`config.mk`:
```
export PLATFORM = sky130hd
export DESIGN_NAME = pl_cfg_top
export DESIGN_NICKNAME = d
export VERILOG_FILES = /design/src/rtl/pl_cfg_pkg.sv /design/src/rtl/pl_cfg_top.sv /design/src/rtl/cfg_sequencer.sv /design/src/rtl/lb_cfg_regs.sv /design/src/rtl/cfg_step_table.sv /design/src/rtl/reset_fanout.sv /design/src/rtl/settle_timer.sv
export SDC_FILE = /design/constraint.sdc
export NUM_CORES = 1
export LEC_CHECK = 0
export ABC_AREA = 1
export BUFFER_PORTS_ARGS = -buffer_cell sky130_fd_sc_hd__buf_2
export CORE_ASPECT_RATIO = 1.25
export CORE_MARGIN = 4
export CORE_UTILIZATION = 45
export CTS_CLUSTER_DIAMETER = 30
export DETAILED_ROUTE_END_ITERATION = 16
export PLACE_DENSITY = 0.62
export SETUP_SLACK_MARGIN = 0.1
export SYNTH_ARGS = -nofsm -noshare
export SYNTH_HDL_FRONTEND = slang
export SYNTH_SLANG_ARGS = --single-unit
```
`constraint.sdc`:
```
create_clock -name cfgclk -period 4.6 [get_ports cfgclk]
set_input_delay 0.69 -clock cfgclk [delete_from_list [all_inputs] [get_ports cfgclk]]
set_output_delay 0.69 -clock cfgclk [all_outputs]
set_load 0.02 [all_outputs]
```
`src/rtl/pl_cfg_pkg.sv`:
```
// configuration plane shared types, register map and state encodings.
package pl_cfg_pkg;

	// ******************************
	// local bus
	// ******************************

	// one cycle of host request.
	typedef struct packed {
		logic        wr;
		logic        rd;
		logic [9:0]  addr;
		logic [31:0] wdata;
	} lb_req_t;

	// read return, one cycle after rd.
	typedef struct packed {
		logic        rvalid;
		logic [31:0] rdata;
	} lb_rsp_t;

	// byte offsets.
	localparam logic [9:0] REG_CTRL    = 10'h000;
	localparam logic [9:0] REG_STATUS  = 10'h004;
	localparam logic [9:0] REG_SCRATCH = 10'h008;
	// step n at STEP_BASE + 4n.
	localparam logic [9:0] STEP_BASE   = 10'h100;

	// ctrl bit positions.
	localparam int CTRL_START    = 0;
	localparam int CTRL_SOFT_RST = 1;
	localparam int CTRL_DSP_RST  = 2;

	// ******************************
	// step table
	// ******************************

	// code 3 is not named, decodes as end.
	typedef enum logic [1:0] {
		CFG_OP_END   = 2'd0,
		CFG_OP_WRITE = 2'd1,
		CFG_OP_DELAY = 2'd2
	} cfg_op_e;

	// dev_data doubles as delay count.
	typedef struct packed {
		cfg_op_e     op;
		logic [5:0]  reserved;
		logic [7:0]  dev_addr;
		logic [15:0] dev_data;
	} cfg_step_t;

	// device write payload.
	typedef struct packed {
		logic [7:0]  dev_addr;
		logic [15:0] dev_data;
	} dev_xfer_t;

	typedef struct packed {
		logic       busy;
		logic       done;
		logic       error;
		logic [3:0] step_idx;
	} cfg_status_t;

	typedef enum logic [2:0] {
		SEQ_IDLE,
		SEQ_FETCH,
		SEQ_DECODE,
		SEQ_REQ,
		SEQ_RELEASE,
		SEQ_DELAY,
		SEQ_DONE,
		SEQ_ERROR
	} seq_state_e;

endpackage
```
`src/rtl/pl_cfg_top.sv`:
```
// configuration plane top, local bus registers, step sequencer and reset fanout.
`timescale 1ns/1ps

module pl_cfg_top import pl_cfg_pkg::*; #(
	parameter int ACK_TIMEOUT     = 64,
	parameter int RESET_HOLD      = 16,
	parameter int CFG_RESET_WIDTH = 128,
	parameter int DSP_RESET_WIDTH = 32
) (
	input  logic                       cfgclk,
	input  logic                       rst_n,
	input  lb_req_t                    lb_req,
	output lb_rsp_t                    lb_rsp,
	output logic                       dev_req,
	output dev_xfer_t                  dev_xfer,
	input  logic                       dev_ack,
	output logic [CFG_RESET_WIDTH-1:0] cfg_resetn,
	output logic [DSP_RESET_WIDTH-1:0] dsp_resetn
);

	// ******************************
	// internal nets
	// ******************************

	cfg_status_t status;
	logic        start;
	logic        cfg_soft_rst;
	logic        dsp_rst_req;
	logic        tbl_we;
	logic [3:0]  tbl_widx;
	cfg_step_t   tbl_wdata;
	logic [3:0]  tbl_ridx;
	cfg_step_t   tbl_rdata;
	logic [3:0]  step_ridx;
	cfg_step_t   step;
	logic        tmr_load;
	logic [15:0] tmr_count;
	logic        tmr_expired;

	// host register block.
	lb_cfg_regs regs (
		.cfgclk(cfgclk), .rst_n(rst_n), .lb_req(lb_req), .lb_rsp(lb_rsp),
		.status(status), .start(start), .cfg_soft_rst(cfg_soft_rst),
		.dsp_rst_req(dsp_rst_req), .tbl_we(tbl_we), .tbl_widx(tbl_widx),
		.tbl_wdata(tbl_wdata), .tbl_ridx(tbl_ridx), .tbl_rdata(tbl_rdata)
	);

	cfg_step_table table_i (
		.cfgclk(cfgclk), .we(tbl_we), .widx(tbl_widx), .wdata(tbl_wdata),
		.bus_ridx(tbl_ridx), .bus_rdata(tbl_rdata),
		.seq_ridx(step_ridx), .seq_rdata(step)
	);

	cfg_sequencer #(.ACK_TIMEOUT(ACK_TIMEOUT)) seq (
		.cfgclk(cfgclk), .rst_n(rst_n), .start(start),
		.step_ridx(step_ridx), .step(step),
		.tmr_load(tmr_load), .tmr_count(tmr_count), .tmr_expired(tmr_expired),
		.dev_req(dev_req), .dev_xfer(dev_xfer), .dev_ack(dev_ack),
		.status(status)
	);

	// shared by delay and ack waits.
	settle_timer timer (
		.cfgclk(cfgclk), .rst_n(rst_n), .load(tmr_load),
		.count(tmr_count), .expired(tmr_expired)
	);

	reset_fanout #(
		.RESET_HOLD(RESET_HOLD),
		.CFG_RESET_WIDTH(CFG_RESET_WIDTH),
		.DSP_RESET_WIDTH(DSP_RESET_WIDTH)
	) rstgen (
		.cfgclk(cfgclk), .rst_n(rst_n), .cfg_soft_rst(cfg_soft_rst),
		.dsp_rst_req(dsp_rst_req), .seq_done(status.done),
		.cfg_resetn(cfg_resetn), .dsp_resetn(dsp_resetn)
	);

endmodule

```
`src/rtl/cfg_sequencer.sv`:
```
// step sequencer, plays the table out as four-phase device writes and delays.
`timescale 1ns/1ps

module cfg_sequencer import pl_cfg_pkg::*; #(
	parameter int ACK_TIMEOUT = 64
) (
	input  logic        cfgclk,
	input  logic        rst_n,
	input  logic        start,
	output logic [3:0]  step_ridx,
	input  cfg_step_t   step,
	output logic        tmr_load,
	output logic [15:0] tmr_count,
	input  logic        tmr_expired,
	output logic        dev_req,
	output dev_xfer_t   dev_xfer,
	input  logic        dev_ack,
	output cfg_status_t status
);

	localparam logic [15:0] ACK_CNT = 16'(ACK_TIMEOUT);

	seq_state_e state;
	logic       busy;
	logic       done;
	logic       error;
	logic [3:0] idx;
	logic       step_fin;

	// ******************************
	// timer and table control
	// ******************************

	assign step_ridx = idx;

	// decode loads delay or ack timeout.
	// ack seen reloads for the release wait.
	assign tmr_load  = (state == SEQ_DECODE) || (state == SEQ_REQ && dev_ack);
	assign tmr_count = (state == SEQ_DECODE && step.op == CFG_OP_DELAY) ?
		step.dev_data : ACK_CNT;

	// current step complete.
	assign step_fin = (state == SEQ_RELEASE && !dev_ack) ||
		(state == SEQ_DELAY && tmr_expired);

	// ******************************
	// state machine
	// ******************************

	always_ff @(posedge cfgclk) begin
		if (!rst_n) begin
			state   <= SEQ_IDLE;
			busy    <= 1'b0;
			done    <= 1'b0;
			error   <= 1'b0;
			idx     <= 4'd0;
			dev_req <= 1'b0;
		end else begin
			case (state)
				// start while busy is simply not looked at.
				SEQ_IDLE, SEQ_DONE, SEQ_ERROR: begin
					if (start) begin
						busy  <= 1'b1;
						done  <= 1'b0;
						error <= 1'b0;
						idx   <= 4'd0;
						state <= SEQ_FETCH;
					end
				end
				// table read in flight.
				SEQ_FETCH: begin
					state <= SEQ_DECODE;
				end
				SEQ_DECODE: begin
					case (step.op)
						CFG_OP_WRITE: begin
							dev_req <= 1'b1;
							state   <= SEQ_REQ;
						end
						CFG_OP_DELAY: begin
							state <= SEQ_DELAY;
						end
						// end, and the unused code.
						default: begin
							busy  <= 1'b0;
							done  <= 1'b1;
							state <= SEQ_DONE;
						end
					endcase
				end
				// wait ack high.
				SEQ_REQ: begin
					if (dev_ack) begin
						dev_req <= 1'b0;
						state   <= SEQ_RELEASE;
					end else if (tmr_expired) begin
						dev_req <= 1'b0;
						busy    <= 1'b0;
						error   <= 1'b1;
						state   <= SEQ_ERROR;
					end
				end
				// ack low, or delay over.
				SEQ_RELEASE, SEQ_DELAY: begin
					if (step_fin) begin
						if (idx == 4'hf) begin
							busy  <= 1'b0;
							done  <= 1'b1;
							state <= SEQ_DONE;
						end else begin
							idx   <= idx + 4'd1;
							state <= SEQ_FETCH;
						end
					end else if (state == SEQ_RELEASE && tmr_expired) begin
						busy  <= 1'b0;
						error <= 1'b1;
						state <= SEQ_ERROR;
					end
				end
				default: begin
					state <= SEQ_IDLE;
				end
			endcase
		end
	end

	// payload, stable for the whole req phase.
	always_ff @(posedge cfgclk) begin
		if (state == SEQ_DECODE && step.op == CFG_OP_WRITE) begin
			dev_xfer.dev_addr <= step.dev_addr;
			dev_xfer.dev_data <= step.dev_data;
		end
	end

	assign status = '{busy: busy, done: done, error: error, step_idx: idx};

endmodule

```
`src/rtl/lb_cfg_regs.sv`:
```
// local bus decoder with control, status and scratch registers and read mux.
`timescale 1ns/1ps

module lb_cfg_regs import pl_cfg_pkg::*; (
	input  logic        cfgclk,
	input  logic        rst_n,
	input  lb_req_t     lb_req,
	output lb_rsp_t     lb_rsp,
	input  cfg_status_t status,
	output logic        start,
	output logic        cfg_soft_rst,
	output logic        dsp_rst_req,
	output logic        tbl_we,
	output logic [3:0]  tbl_widx,
	output cfg_step_t   tbl_wdata,
	output logic [3:0]  tbl_ridx,
	input  cfg_step_t   tbl_rdata
);

	// ******************************
	// address decode
	// ******************************

	logic        ctrl_hit;
	logic        status_hit;
	logic        scratch_hit;
	logic        tbl_hit;
	logic [31:0] scratch;
	logic [31:0] reg_rdata;
	logic [31:0] reg_rdata_q;
	logic        tbl_sel_q;
	logic        rvalid_q;

	assign ctrl_hit    = (lb_req.addr == REG_CTRL);
	assign status_hit  = (lb_req.addr == REG_STATUS);
	assign scratch_hit = (lb_req.addr == REG_SCRATCH);
	// 0x100..0x13c, word aligned only.
	assign tbl_hit     = (lb_req.addr[9:6] == STEP_BASE[9:6]) && (lb_req.addr[1:0] == 2'b00);

	// table port, straight from the bus.
	assign tbl_we    = lb_req.wr && tbl_hit;
	assign tbl_widx  = lb_req.addr[5:2];
	assign tbl_wdata = cfg_step_t'(lb_req.wdata);
	assign tbl_ridx  = lb_req.addr[5:2];

	// ******************************
	// control registers
	// ******************************

	// start is a one cycle pulse, never stored.
	always_ff @(posedge cfgclk) begin
		if (!rst_n) begin
			start        <= 1'b0;
			cfg_soft_rst <= 1'b0;
			dsp_rst_req  <= 1'b0;
		end else begin
			start <= lb_req.wr && ctrl_hit && lb_req.wdata[CTRL_START];
			if (lb_req.wr && ctrl_hit) begin
				cfg_soft_rst <= lb_req.wdata[CTRL_SOFT_RST];
				dsp_rst_req  <= lb_req.wdata[CTRL_DSP_RST];
			end
		end
	end

	// scratch.
	always_ff @(posedge cfgclk) begin
		if (lb_req.wr && scratch_hit) begin
			scratch <= lb_req.wdata;
		end
	end

	// ******************************
	// read path
	// ******************************

	// register side of the mux, unmapped reads 0.
	always_comb begin
		reg_rdata = 32'h0;
		if (ctrl_hit) begin
			reg_rdata[CTRL_SOFT_RST] = cfg_soft_rst;
			reg_rdata[CTRL_DSP_RST]  = dsp_rst_req;
		end else if (status_hit) begin
			reg_rdata[0]   = status.busy;
			reg_rdata[1]   = status.done;
			reg_rdata[2]   = status.error;
			reg_rdata[7:4] = status.step_idx;
		end else if (scratch_hit) begin
			reg_rdata = scratch;
		end
	end

	always_ff @(posedge cfgclk) begin
		if (!rst_n) begin
			rvalid_q <= 1'b0;
		end else begin
			rvalid_q <= lb_req.rd;
		end
	end

	// table data is already registered in the table.
	always_ff @(posedge cfgclk) begin
		reg_rdata_q <= reg_rdata;
		tbl_sel_q   <= tbl_hit;
	end

	assign lb_rsp.rvalid = rvalid_q;
	assign lb_rsp.rdata  = tbl_sel_q ? tbl_rdata : reg_rdata_q;

endmodule

```
`src/rtl/cfg_step_table.sv`:
```
// 16-entry step memory, one write port and two registered read ports.
`timescale 1ns/1ps

module cfg_step_table import pl_cfg_pkg::*; (
	input  logic       cfgclk,
	input  logic       we,
	input  logic [3:0] widx,
	input  cfg_step_t  wdata,
	input  logic [3:0] bus_ridx,
	output cfg_step_t  bus_rdata,
	input  logic [3:0] seq_ridx,
	output cfg_step_t  seq_rdata
);

	// ******************************
	// storage
	// ******************************

	// undefined until the host loads it.
	cfg_step_t mem [16];

	// write port.
	always_ff @(posedge cfgclk) begin
		if (we) begin
			mem[widx] <= wdata;
		end
	end

	// ******************************
	// read ports
	// ******************************

	// host side.
	// same-edge write returns the old word.
	always_ff @(posedge cfgclk) begin
		bus_rdata <= mem[bus_ridx];
	end

	// sequencer side.
	// index presented in fetch, word valid in decode.
	always_ff @(posedge cfgclk) begin
		seq_rdata <= mem[seq_ridx];
	end

endmodule

```
`src/rtl/reset_fanout.sv`:
```
// reset request logic with hold counters and registered wide reset replicas.
`timescale 1ns/1ps

module reset_fanout #(
	parameter int RESET_HOLD      = 16,
	parameter int CFG_RESET_WIDTH = 128,
	parameter int DSP_RESET_WIDTH = 32
) (
	input  logic                       cfgclk,
	input  logic                       rst_n,
	input  logic                       cfg_soft_rst,
	input  logic                       dsp_rst_req,
	input  logic                       seq_done,
	output logic [CFG_RESET_WIDTH-1:0] cfg_resetn,
	output logic [DSP_RESET_WIDTH-1:0] dsp_resetn
);

	localparam int HW = $clog2(RESET_HOLD + 1);

	// index 0 is the cfg domain and 1 the dsp domain.
	logic [1:0]    req;
	logic          cfg_up;
	logic [HW-1:0] hold [2];

	// dsp also waits for a finished sequence and a released cfg.
	assign req[0] = cfg_soft_rst;
	assign req[1] = dsp_rst_req || !seq_done || !cfg_up;

	// ******************************
	// hold counters and replicas
	// ******************************

	always_ff @(posedge cfgclk) begin
		if (!rst_n) begin
			for (int i = 0; i < 2; i++) begin
				hold[i] <= HW'(RESET_HOLD);
			end
			cfg_up     <= 1'b0;
			cfg_resetn <= '0;
			dsp_resetn <= '0;
		end else begin
			for (int i = 0; i < 2; i++) begin
				if (req[i]) begin
					hold[i] <= HW'(RESET_HOLD);
				end else if (hold[i] != '0) begin
					hold[i] <= hold[i] - 1'b1;
				end
			end
			// local copy of the cfg release.
			cfg_up <= !req[0] && (hold[0] == '0);
			// assert one cycle after request.
			cfg_resetn <= {CFG_RESET_WIDTH{!req[0] && (hold[0] == '0)}};
			dsp_resetn <= {DSP_RESET_WIDTH{!req[1] && (hold[1] == '0)}};
		end
	end

endmodule

```
`src/rtl/settle_timer.sv`:
```
// loadable down-counter for delay steps and ack timeouts.
`timescale 1ns/1ps

module settle_timer (
	input  logic        cfgclk,
	input  logic        rst_n,
	input  logic        load,
	input  logic [15:0] count,
	output logic        expired
);

	logic [15:0] cnt;

	// ******************************
	// counter
	// ******************************

	// expired sticks until the next load.
	// load of n expires after n+1 edges.
	always_ff @(posedge cfgclk) begin
		if (!rst_n) begin
			cnt     <= 16'd0;
			expired <= 1'b0;
		end else if (load) begin
			cnt     <= count;
			expired <= 1'b0;
		end else if (!expired) begin
			if (cnt == 16'd0) begin
				expired <= 1'b1;
			end else begin
				cnt <= cnt - 16'd1;
			end
		end
	end

endmodule

```
Yosys cells after proc, flatten, opt, wreduce, memory -nomap -nowiden
Memories as Yosys holds them, arrays and structs flattened. A register that Yosys moved wholly into a read port is not among the register bits.
Index checks and enable logic that the tools add are counted.
{"block": "classes", "eq_ne": 28, "addsub": 4, "n_reduce_logical": 47, "bitwise_logic": 6, "n_mux": 65}
{"operator": "two-way mux 16 bit", "count": 4}
{"operator": "two-way mux 1 bit", "count": 36}
{"operator": "two-way mux 32 bit", "count": 1}
{"operator": "two-way mux 3 bit", "count": 7}
{"operator": "two-way mux 5 bit", "count": 4}
{"operator": "zero test 16 bit", "count": 1}
{"operator": "two-way mux 4 bit", "count": 4}
{"operator": "!= test 2 bit (second input constant)", "count": 8}
{"operator": "subtractor 16 x 1 -> 16 bit (second input constant)", "count": 1}
{"operator": "one-hot mux 3 bit (5 select lines)", "count": 1}
{"operator": "logical AND 1 bit", "count": 13}
{"operator": "equality test 3 bit (second input constant)", "count": 4}
{"operator": "equality test 10 x 3 -> 1 bit (second input constant)", "count": 1}
{"operator": "equality test 10 x 4 -> 1 bit (second input constant)", "count": 1}
{"operator": "zero test 10 bit", "count": 1}
{"operator": "zero test 5 bit", "count": 2}
{"operator": "nonzero test 5 bit", "count": 2}
{"operator": "subtractor 5 x 1 -> 5 bit (second input constant)", "count": 2}
{"operator": "two-way mux 8 bit", "count": 1}
{"operator": "!= test 2 x 1 -> 1 bit (second input constant)", "count": 4}
{"operator": "one-hot mux 4 bit (2 select lines)", "count": 1}
{"operator": "AND reduction 7 bit", "count": 1}
{"operator": "equality test 3 x 2 -> 1 bit (second input constant)", "count": 2}
{"operator": "one-hot mux 1 bit (3 select lines)", "count": 2}
{"operator": "29 further kinds", "count": 46}
{"block": "word_totals", "ram_bits": 522, "out_inout_bits": 218, "register_bits": 124, "mem_count": 2, "in_bits": 47, "word_cells": 174}
{"name": "table_i.mem", "depth": 16, "width": 32, "read_ports": 2, "rd_clocked_by_memory_dff": 2, "wr": 1, "line_no": "cfg_step_table.sv:20", "text": "cfg_step_t mem [16];"}
{"name": "rstgen.hold", "depth": 2, "width": 5, "read_ports": 2, "rd_clocked_by_memory_dff": 0, "wr": 2, "line_no": "reset_fanout.sv:23", "text": "logic [HW-1:0] hold [2];"}

Depth between registers and ports, before layout
Gate-level depths: netlist (run 1).
{"block": "logic_depth", "ltp_word": 8, "ltp_mapped": 11, "mapped_depth_nobuf": 11}

Cells and area by module
Synthesis (run 1) repeated with hierarchy kept, for this count alone.
{"block": "hier_totals", "cells_unflattened": 4194, "hier_area_um2": 36267.3}
{"mod": "cfg_step_table", "seq_area_each_um2": 16656.0, "cells_each": 3317, "area_each_um2": 28671.2, "instances": 1}
{"mod": "lb_cfg_regs", "seq_area_each_um2": 1701.6, "cells_each": 264, "area_each_um2": 2895.3, "instances": 1}
{"mod": "reset_fanout", "seq_area_each_um2": 340.3, "cells_each": 226, "area_each_um2": 1871.8, "instances": 1}
{"mod": "cfg_sequencer", "seq_area_each_um2": 940.9, "cells_each": 180, "area_each_um2": 1640.3, "instances": 1}
{"mod": "settle_timer", "seq_area_each_um2": 340.3, "cells_each": 207, "area_each_um2": 1188.6, "instances": 1}

Worst setup path after synthesis (run 1)
OpenSTA, ideal clock, no wires.
{"block": "synth_path", "path_type": "reg2out", "from": "reg, netlist name rstgen.cfg_resetn[0]", "to": "out cfg_resetn[0]", "path_stages_with_launch": 2, "path_slack_ns": 1.132, "arrival_ns": 2.778, "n_path_buf": 1, "required_ns": 3.910, "cell_sequence": "dfxtp_1 > buf_4"}
{"item": "end, declared", "line_no": "pl_cfg_top.sv:17", "text": "output logic [CFG_RESET_WIDTH-1:0] cfg_resetn,"}
No word-level cell between the ends.

==> results_dict.tcl, run 1 <==
set metrics [dict create \
    min_from "lb_req[42]" \
    power_density_mw_per_mm2 477 \
    hold_class "in2reg" \
    drt-vias-per-instance 5.59 \
    rsz0062_at_grt "no" \
    synth_ff_type "edfxtp_1" \
    worst_pin_slew_ns 1.15 \
    area_delta_synth_final_pct 17.3 \
    grt_max_degree 127 \
    portBuffers 264 \
    yosysSeqAreaShare_pct 63.1 \
    async_reset_ff_share_pct 0 \
    finalInstanceArea_mm2 0.0369 \
    dp_hpwl_mm 54.8 \
    yosys-top-cells-area "edfxtp_1 (55%), dfxtp_1 (8.0%), nand2_1 (7.8%), o21ai_0 (5.6%), buf_4 (4.1%)" \
    cp-start-kind "flip-flop" \
    mappedNetlistArea_mm2 0.0315 \
    syn_area_per_cell_um2 10.4 \
    fin_worst_hold_slack_ns 0.172 \
    fin_crit_sh_pct 68.9 \
    netlist.area_leader.share_pct 55.2 \
    postRouteAntennaNets 0 \
    cts.repair.resized 0 \
    grt_pass1_vias 23200 \
    arrival_ns 2.48 \
    fin_crit_ns 3.17 \
    gp_congestion 0.867 \
    grt_pass1_wl_mm 138 \
    finalNetCount 3227 \
    ir_drop_uv 316 \
    worstSetupStartpoint "regs.tbl_sel_q" \
    coreArea_mm2 0.0693 \
    drt_first_pass_iters 5 \
    overflow 0 \
    tritoncts "built" \
    die_area_mm2 0.0742 \
    yosysTopAreaCell "edfxtp_1" \
    cp_max_fo 21 \
    setup_viol 0 \
    cts.sinks 703 \
    clockBufferDepth 3 \
    relSlewSlack_pct 22.9 \
    dr_total_vias 23600 \
    start_util_pct 45.4 \
    first_iter_violations 2296 \
    drv_cap 0 \
    synthCells 3036 \
    avgRoutedWirePerCell_um 22.0 \
    r2r_start "seq.step_ridx[0]" \
    synth_edf_count 578 \
    crit_type "reg2out" \
    fin_tns_setup_ns 0 \
    detail_route.drc_violations 0 \
    cp_slowest_cell "dfxtp_2" \
    syn_nets 3095 \
    outcome "finished clean" \
    cts_root_buffer "clkbuf_16" \
    drive_above_1_share_pct 19.2 \
    die_height_um 304 \
    num_rows 108 \
    layout_setup_ws_ns 1.43 \
    endpoint_kind "output pin" \
    yosysWarnings 0 \
    num_io_pins 265 \
    antenna_found_initial 2 \
    yosys_register_bits 703 \
    diodes 0 \
    required_ns 3.91 \
    place_area_mm2 0.0326 \
    max_freq_ghz 0.315 \
    ys_types 46 \
    clk_pin_slew_ns 0.04 \
    h-tree-depth 4 \
    routed_wl_mm 92.8 \
    slowest_delay_ns 0.80 \
    post_cts.repair.setup_buffers 0 \
    p_leak_uw 0.0144 \
    die_w_um 244 \
    hold_violations 0 \
    cp_cell_sequence "buf_4 -> mux2_2 -> buf_2" \
    clock_latency_ns 0.72 \
    power.total_uw 17600 \
    pre_cts_ws_ns 1.23 \
    drv_slew 0 \
    numCtsBuffers 133 \
    track_usage_pct 24.3 \
    cts_hold_buf 0 \
    finalClockSkew_ns 0.0295 \
]
[stage by stage]
| stage | utilization [%] | std cells |
|---|---|---|
| after global placement | 47.0 | 3968 |
| after floorplan | - | 3036 |
| after CTS | 53.2 | 4214 |
| after detailed placement | 47.0 | 3968 |
| final | 53.2 | 4214 |
| after global routing | 53.2 | 4214 |
[routing by layer]
layer / GRT usage, % / up-vias / share of wire [%]
li1: - / 10700 / -
met1: 28.8 / 11300 / 37
met2: 41.6 / 1343 / 49
met3: 5.81 / 271 / 8.9
met4: 11.9 / 4 / 4.7
met5: 0 / - / 0.041
[where the power goes]
group	switching, uW	internal, uW
clock network	3370	5920
registers	81.6	6990
logic	889	361
[cell families (layout without fill, tap and decap cells)]
family | after synthesis | count (layout) | share of synthesized area [%]
buffers and inverters | 573 | 816 | 9.55
and+or+nand+nor | 1030 | 1030 | 13.7
AOI/OAI and AO/OA | 682 | 682 | 11.9
xor gates and xnor gates | 4 | 4 | 0.111
DFF | 703 | 703 | 63.1
muxes | 32 | 32 | 1.15
adders and majority gates | 12 | 12 | 0.477
[area by class of cell]
type | instances | area, um^2
clock inverter | 84 | 862
multi-input combinational | 1760 | 8750
timing repair buffer | 319 | 1810
fill | 5908 | 32400
tap | 935 | 1170
clock buffer | 162 | 3490
inverter | 251 | 951
sequential | 703 | 19900
[worst paths after layout]
check / slack (ns) / endpoint / cells past startpoint
worst max-delay path: 1.43 / lb_rsp[7] / 3
worst max register to register: 1.62 / table_i.seq_rdata[14] / 8
worst min-delay path: 0.17 / regs.rvalid_q / 3
worst min register to register: 0.40 / seq.dev_xfer[22] / 0
[sequential cells by signal (all words and copies together) (netlist names), 3 cells and up]
signal	count
regs.scratch	32
seq.step_ridx	4
regs.reg_rdata_q	32
timer.cnt	16
seq.dev_xfer	24
table_i.bus_rdata	32
table_i.seq_rdata	26
table_i.mem	512
seq.state	3
rstgen.hold	10
[cells in the mapped netlist, types with 2 or more instances]
| cell | n |
|---|---|
| edfxtp_1 | 578 |
| nand3_1 | 106 |
| o21bai_1 | 2 |
| ha_1 | 12 |
| o21ai_0 | 355 |
| o22ai_1 | 5 |
| xor2_1 | 2 |
| nor2_2 | 4 |
| a22oi_1 | 90 |
| inv_1 | 237 |
| nand2_4 | 2 |
| buf_6 | 14 |
| buf_1 | 6 |
| buf_4 | 171 |
| o221ai_1 | 2 |
| or2_2 | 3 |
| o21ai_1 | 66 |
| nor3_1 | 3 |
| nor2_4 | 4 |
| nand2_2 | 5 |
| o211ai_1 | 23 |
| dfxtp_1 | 125 |
| xnor2_1 | 2 |
| nand3_2 | 5 |
| mux2_2 | 31 |
| nand2_1 | 651 |
| buf_2 | 69 |
| a21oi_1 | 134 |
| clkinv_1 | 2 |
| nor2_1 | 182 |
| inv_2 | 11 |
| clkbuf_1 | 61 |
| nand4_1 | 60 |
[placed cells by master, fill, tap and decap left out, drive strengths merged, types with 111 or more instances in the layout]
master,count
a21oi,134
o21ai,422
dfxtp,125
edfxtp,578
nor2,190
inv,262
nand2,658
nand3,111
clkbuf,162
buf,319
[critical path, delay by kind of cell (launching register included)]
family	cells	cell delay, ns
multiplexers	1	0.40
buffers and inverters	2	0.57
flip-flops	1	0.80
Power figures use the tool's default switching activity.
==> run 2: changes to the inputs <==
--- a/config.mk
+++ b/config.mk
@@ -12,7 +12,7 @@
 export CORE_UTILIZATION = 45
 export CTS_CLUSTER_DIAMETER = 30
 export DETAILED_ROUTE_END_ITERATION = 16
-export PLACE_DENSITY = 0.62
+export PLACE_DENSITY = 0.64
 export SETUP_SLACK_MARGIN = 0.1
 export SYNTH_ARGS = -nofsm -noshare
 export SYNTH_HDL_FRONTEND = slang
==> constraint.sdc (replaced) <==
create_clock -name cfgclk -period 2.9 [get_ports cfgclk]
set_input_delay 0.435 -clock cfgclk [delete_from_list [all_inputs] [get_ports cfgclk]]
set_output_delay 0.435 -clock cfgclk [all_outputs]
set_load 0.02 [all_outputs]
==> run 2 against run 1 <==
  * Worst hold slack worse by 0.14 ns
  * Largest power group unchanged
  * Setup slack worse by 1.2 ns
  * Flip-flop and latch count unchanged
  * Largest cell class unchanged
  * Via count up 1.1%
  * Power up 59%
==> results_dict.tcl, run 2 (synthesis results as in run 1) <==
set metrics [dict create \
    outcome "finished clean" \
    antenna_found_initial 1 \
    largest_reg_flops 512 \
    setup_viol 0 \
    drt-vias-per-instance 5.63 \
    die_w_um 244 \
    fin_crit_sh_pct 90.7 \
    hold_violations 0 \
    power_frac_seq_pct 39.9 \
    power_switching_uw 6880 \
    comb_power_share_pct 7.2 \
    final_common_cell "nand2_1" \
    h-tree-depth 3 \
    finalClockSkew_ns 0.0359 \
    power.total_uw 28100 \
    final_cell_mix "nand2_1 (651), edfxtp_1 (578), o21ai_0 (355)" \
    routed_wl_mm 93.5 \
    die_area_mm2 0.0742 \
    drv_slew 0 \
    gp_congestion 0.861 \
    met3_usage_pct 3.68 \
    cp_max_fo 18 \
    clkPwrFrac_pct 52.9 \
    relSlewSlack_pct 45.7 \
    clk_pin_slew_ns 0.05 \
    detail_route.drc_violations 0 \
    die_height_um 304 \
    cts_root_buffer "clkbuf_16" \
    power_density_mw_per_mm2 751 \
    p_leak_uw 0.0147 \
    finalNetCount 3250 \
    cp-start-kind "flip-flop" \
    p_int_uw 21200 \
    start_util_pct 45.4 \
    max_freq_ghz 0.380 \
    dp_hpwl_mm 57.7 \
    hold_class "in2reg" \
    fin_tns_setup_ns 0 \
    grt_use_met1_pct 29.9 \
    postRouteAntennaNets 0 \
    fin_crit_ns 2.63 \
    clock_latency_ns 0.71 \
    busiest_layer "met2" \
    clockBufferDepth 3 \
    num_rows 108 \
    largest-register "table_i.mem" \
    worst_pin_slew_ns 0.814 \
    cts.sinks 703 \
    drv_cap 0 \
    fillerInstances 5841 \
    overflow 0 \
    coreArea_mm2 0.0693 \
    ir_drop_uv 511 \
    num_io_pins 265 \
    grt_util_met2_pct 41.8 \
    first_iter_violations 2388 \
    arrival_ns 2.20 \
    grt_max_degree 161 \
    switching_share_pct 24.5 \
    endpoint_kind "output pin" \
    drive_above_1_share_pct 20.1 \
    portBuffers 264 \
    drt_first_pass_iters 6 \
    rsz0062_at_grt "no" \
    area_delta_synth_final_pct 18.8 \
    required_ns 2.47 \
    tritoncts "built" \
    cts.repair.resized 0 \
    grt_pass1_vias 23200 \
    grt_pass1_wl_mm 139 \
    avgRoutedWirePerCell_um 22.1 \
    track_usage_pct 24.4 \
    numCtsBuffers 121 \
    dr_total_vias 23800 \
    crit_type "reg2out" \
]
## run 2: cell count changes in the layout (fill, tap and decap cells not counted), sizes merged
| cell | change |
|---|---|
| diode | +1 |
| dlygate4sd3 | +2 |
| clkbuf | -28 |
| buf | +33 |
| clkinv | +2 |
| bufinv | +10 |
| inv | +8 |
| clkinvlp | -6 |
## run 2: worst paths after layout
| kind | depth (start not counted) | slack (ns) | from | endpoint |
|---|---|---|---|---|
| worst max register to register | 6 | 0.68 | seq.step_ridx[0] | table_i.seq_rdata[31] |
| worst min register to register | 0 | 0.40 | table_i.seq_rdata[22] | seq.dev_xfer[22] |
| worst min-delay path | 3 | 0.04 | lb_req[40] | regs.tbl_sel_q |
| worst max-delay path | 3 | 0.27 | regs.tbl_sel_q | lb_rsp[9] |
## run 2: layer usage
metal	wire, um	vias up
met1	34600	11500
met4	4450	0
li1	-	10700
met5	0	-
met2	46100	1394
met3	8380	289
## run 2: area by class of cell
class | instances | area [um^2] | share of cell area [%]
Timing Repair Buffer | 354 | 2290 | 6.13
Clock inverter | 98 | 1220 | 3.26
Multi-Input combinational cell | 1760 | 8750 | 23.4
Inverter | 251 | 951 | 2.54
Sequential cell | 703 | 19900 | 53.2
Antenna cell | 1 | 2.50 | 0.00670
Clock buffer | 134 | 3120 | 8.34
Tap cell | 935 | 1170 | 3.13
## run 2: timing repair
| action | in CTS | in global routing |
|---|---|---|
| endpoints found under the setup margin | 0 | 0 |
| hold endpoints to repair | 2 | 0 |
| buffers inserted | 0 | 0 |
| hold buffers | 2 | 0 |
## run 2: critical path, stage by stage (launching register included)
cell and delay [ns]:
dfxtp_2 0.67, buf_12 0.25, mux2_2 0.38, buf_2 0.17
## run 2: stage by stage
stage               utilization, %  hold slack, ns  area [um^2]  setup WS, ns  instances
finish                        53.9          0.0356        37400         0.270       4236
global route                  53.9          0.0517        37400         0.187       4235
CTS                           53.9          0.0159        37400         0.209       4235
detailed placement            47.6           0.393        33000         0.285       4001
global placement              47.6           0.391        33000         0.300       4001
floorplan                        -           0.386        31500       -0.0923       3036
## run 2: power groups by stage
| stage | registers (uW) | clock network (uW) | logic (uW) |
|---|---|---|---|
| global route | 11200 | 15500 | 2240 |
| global placement | 11400 | 0 | 1950 |
| CTS | 11200 | 15000 | 2020 |
| detailed placement | 11400 | 0 | 2000 |
| floorplan | 11400 | 0 | 1500 |
| finish | 11200 | 14800 | 2030 |
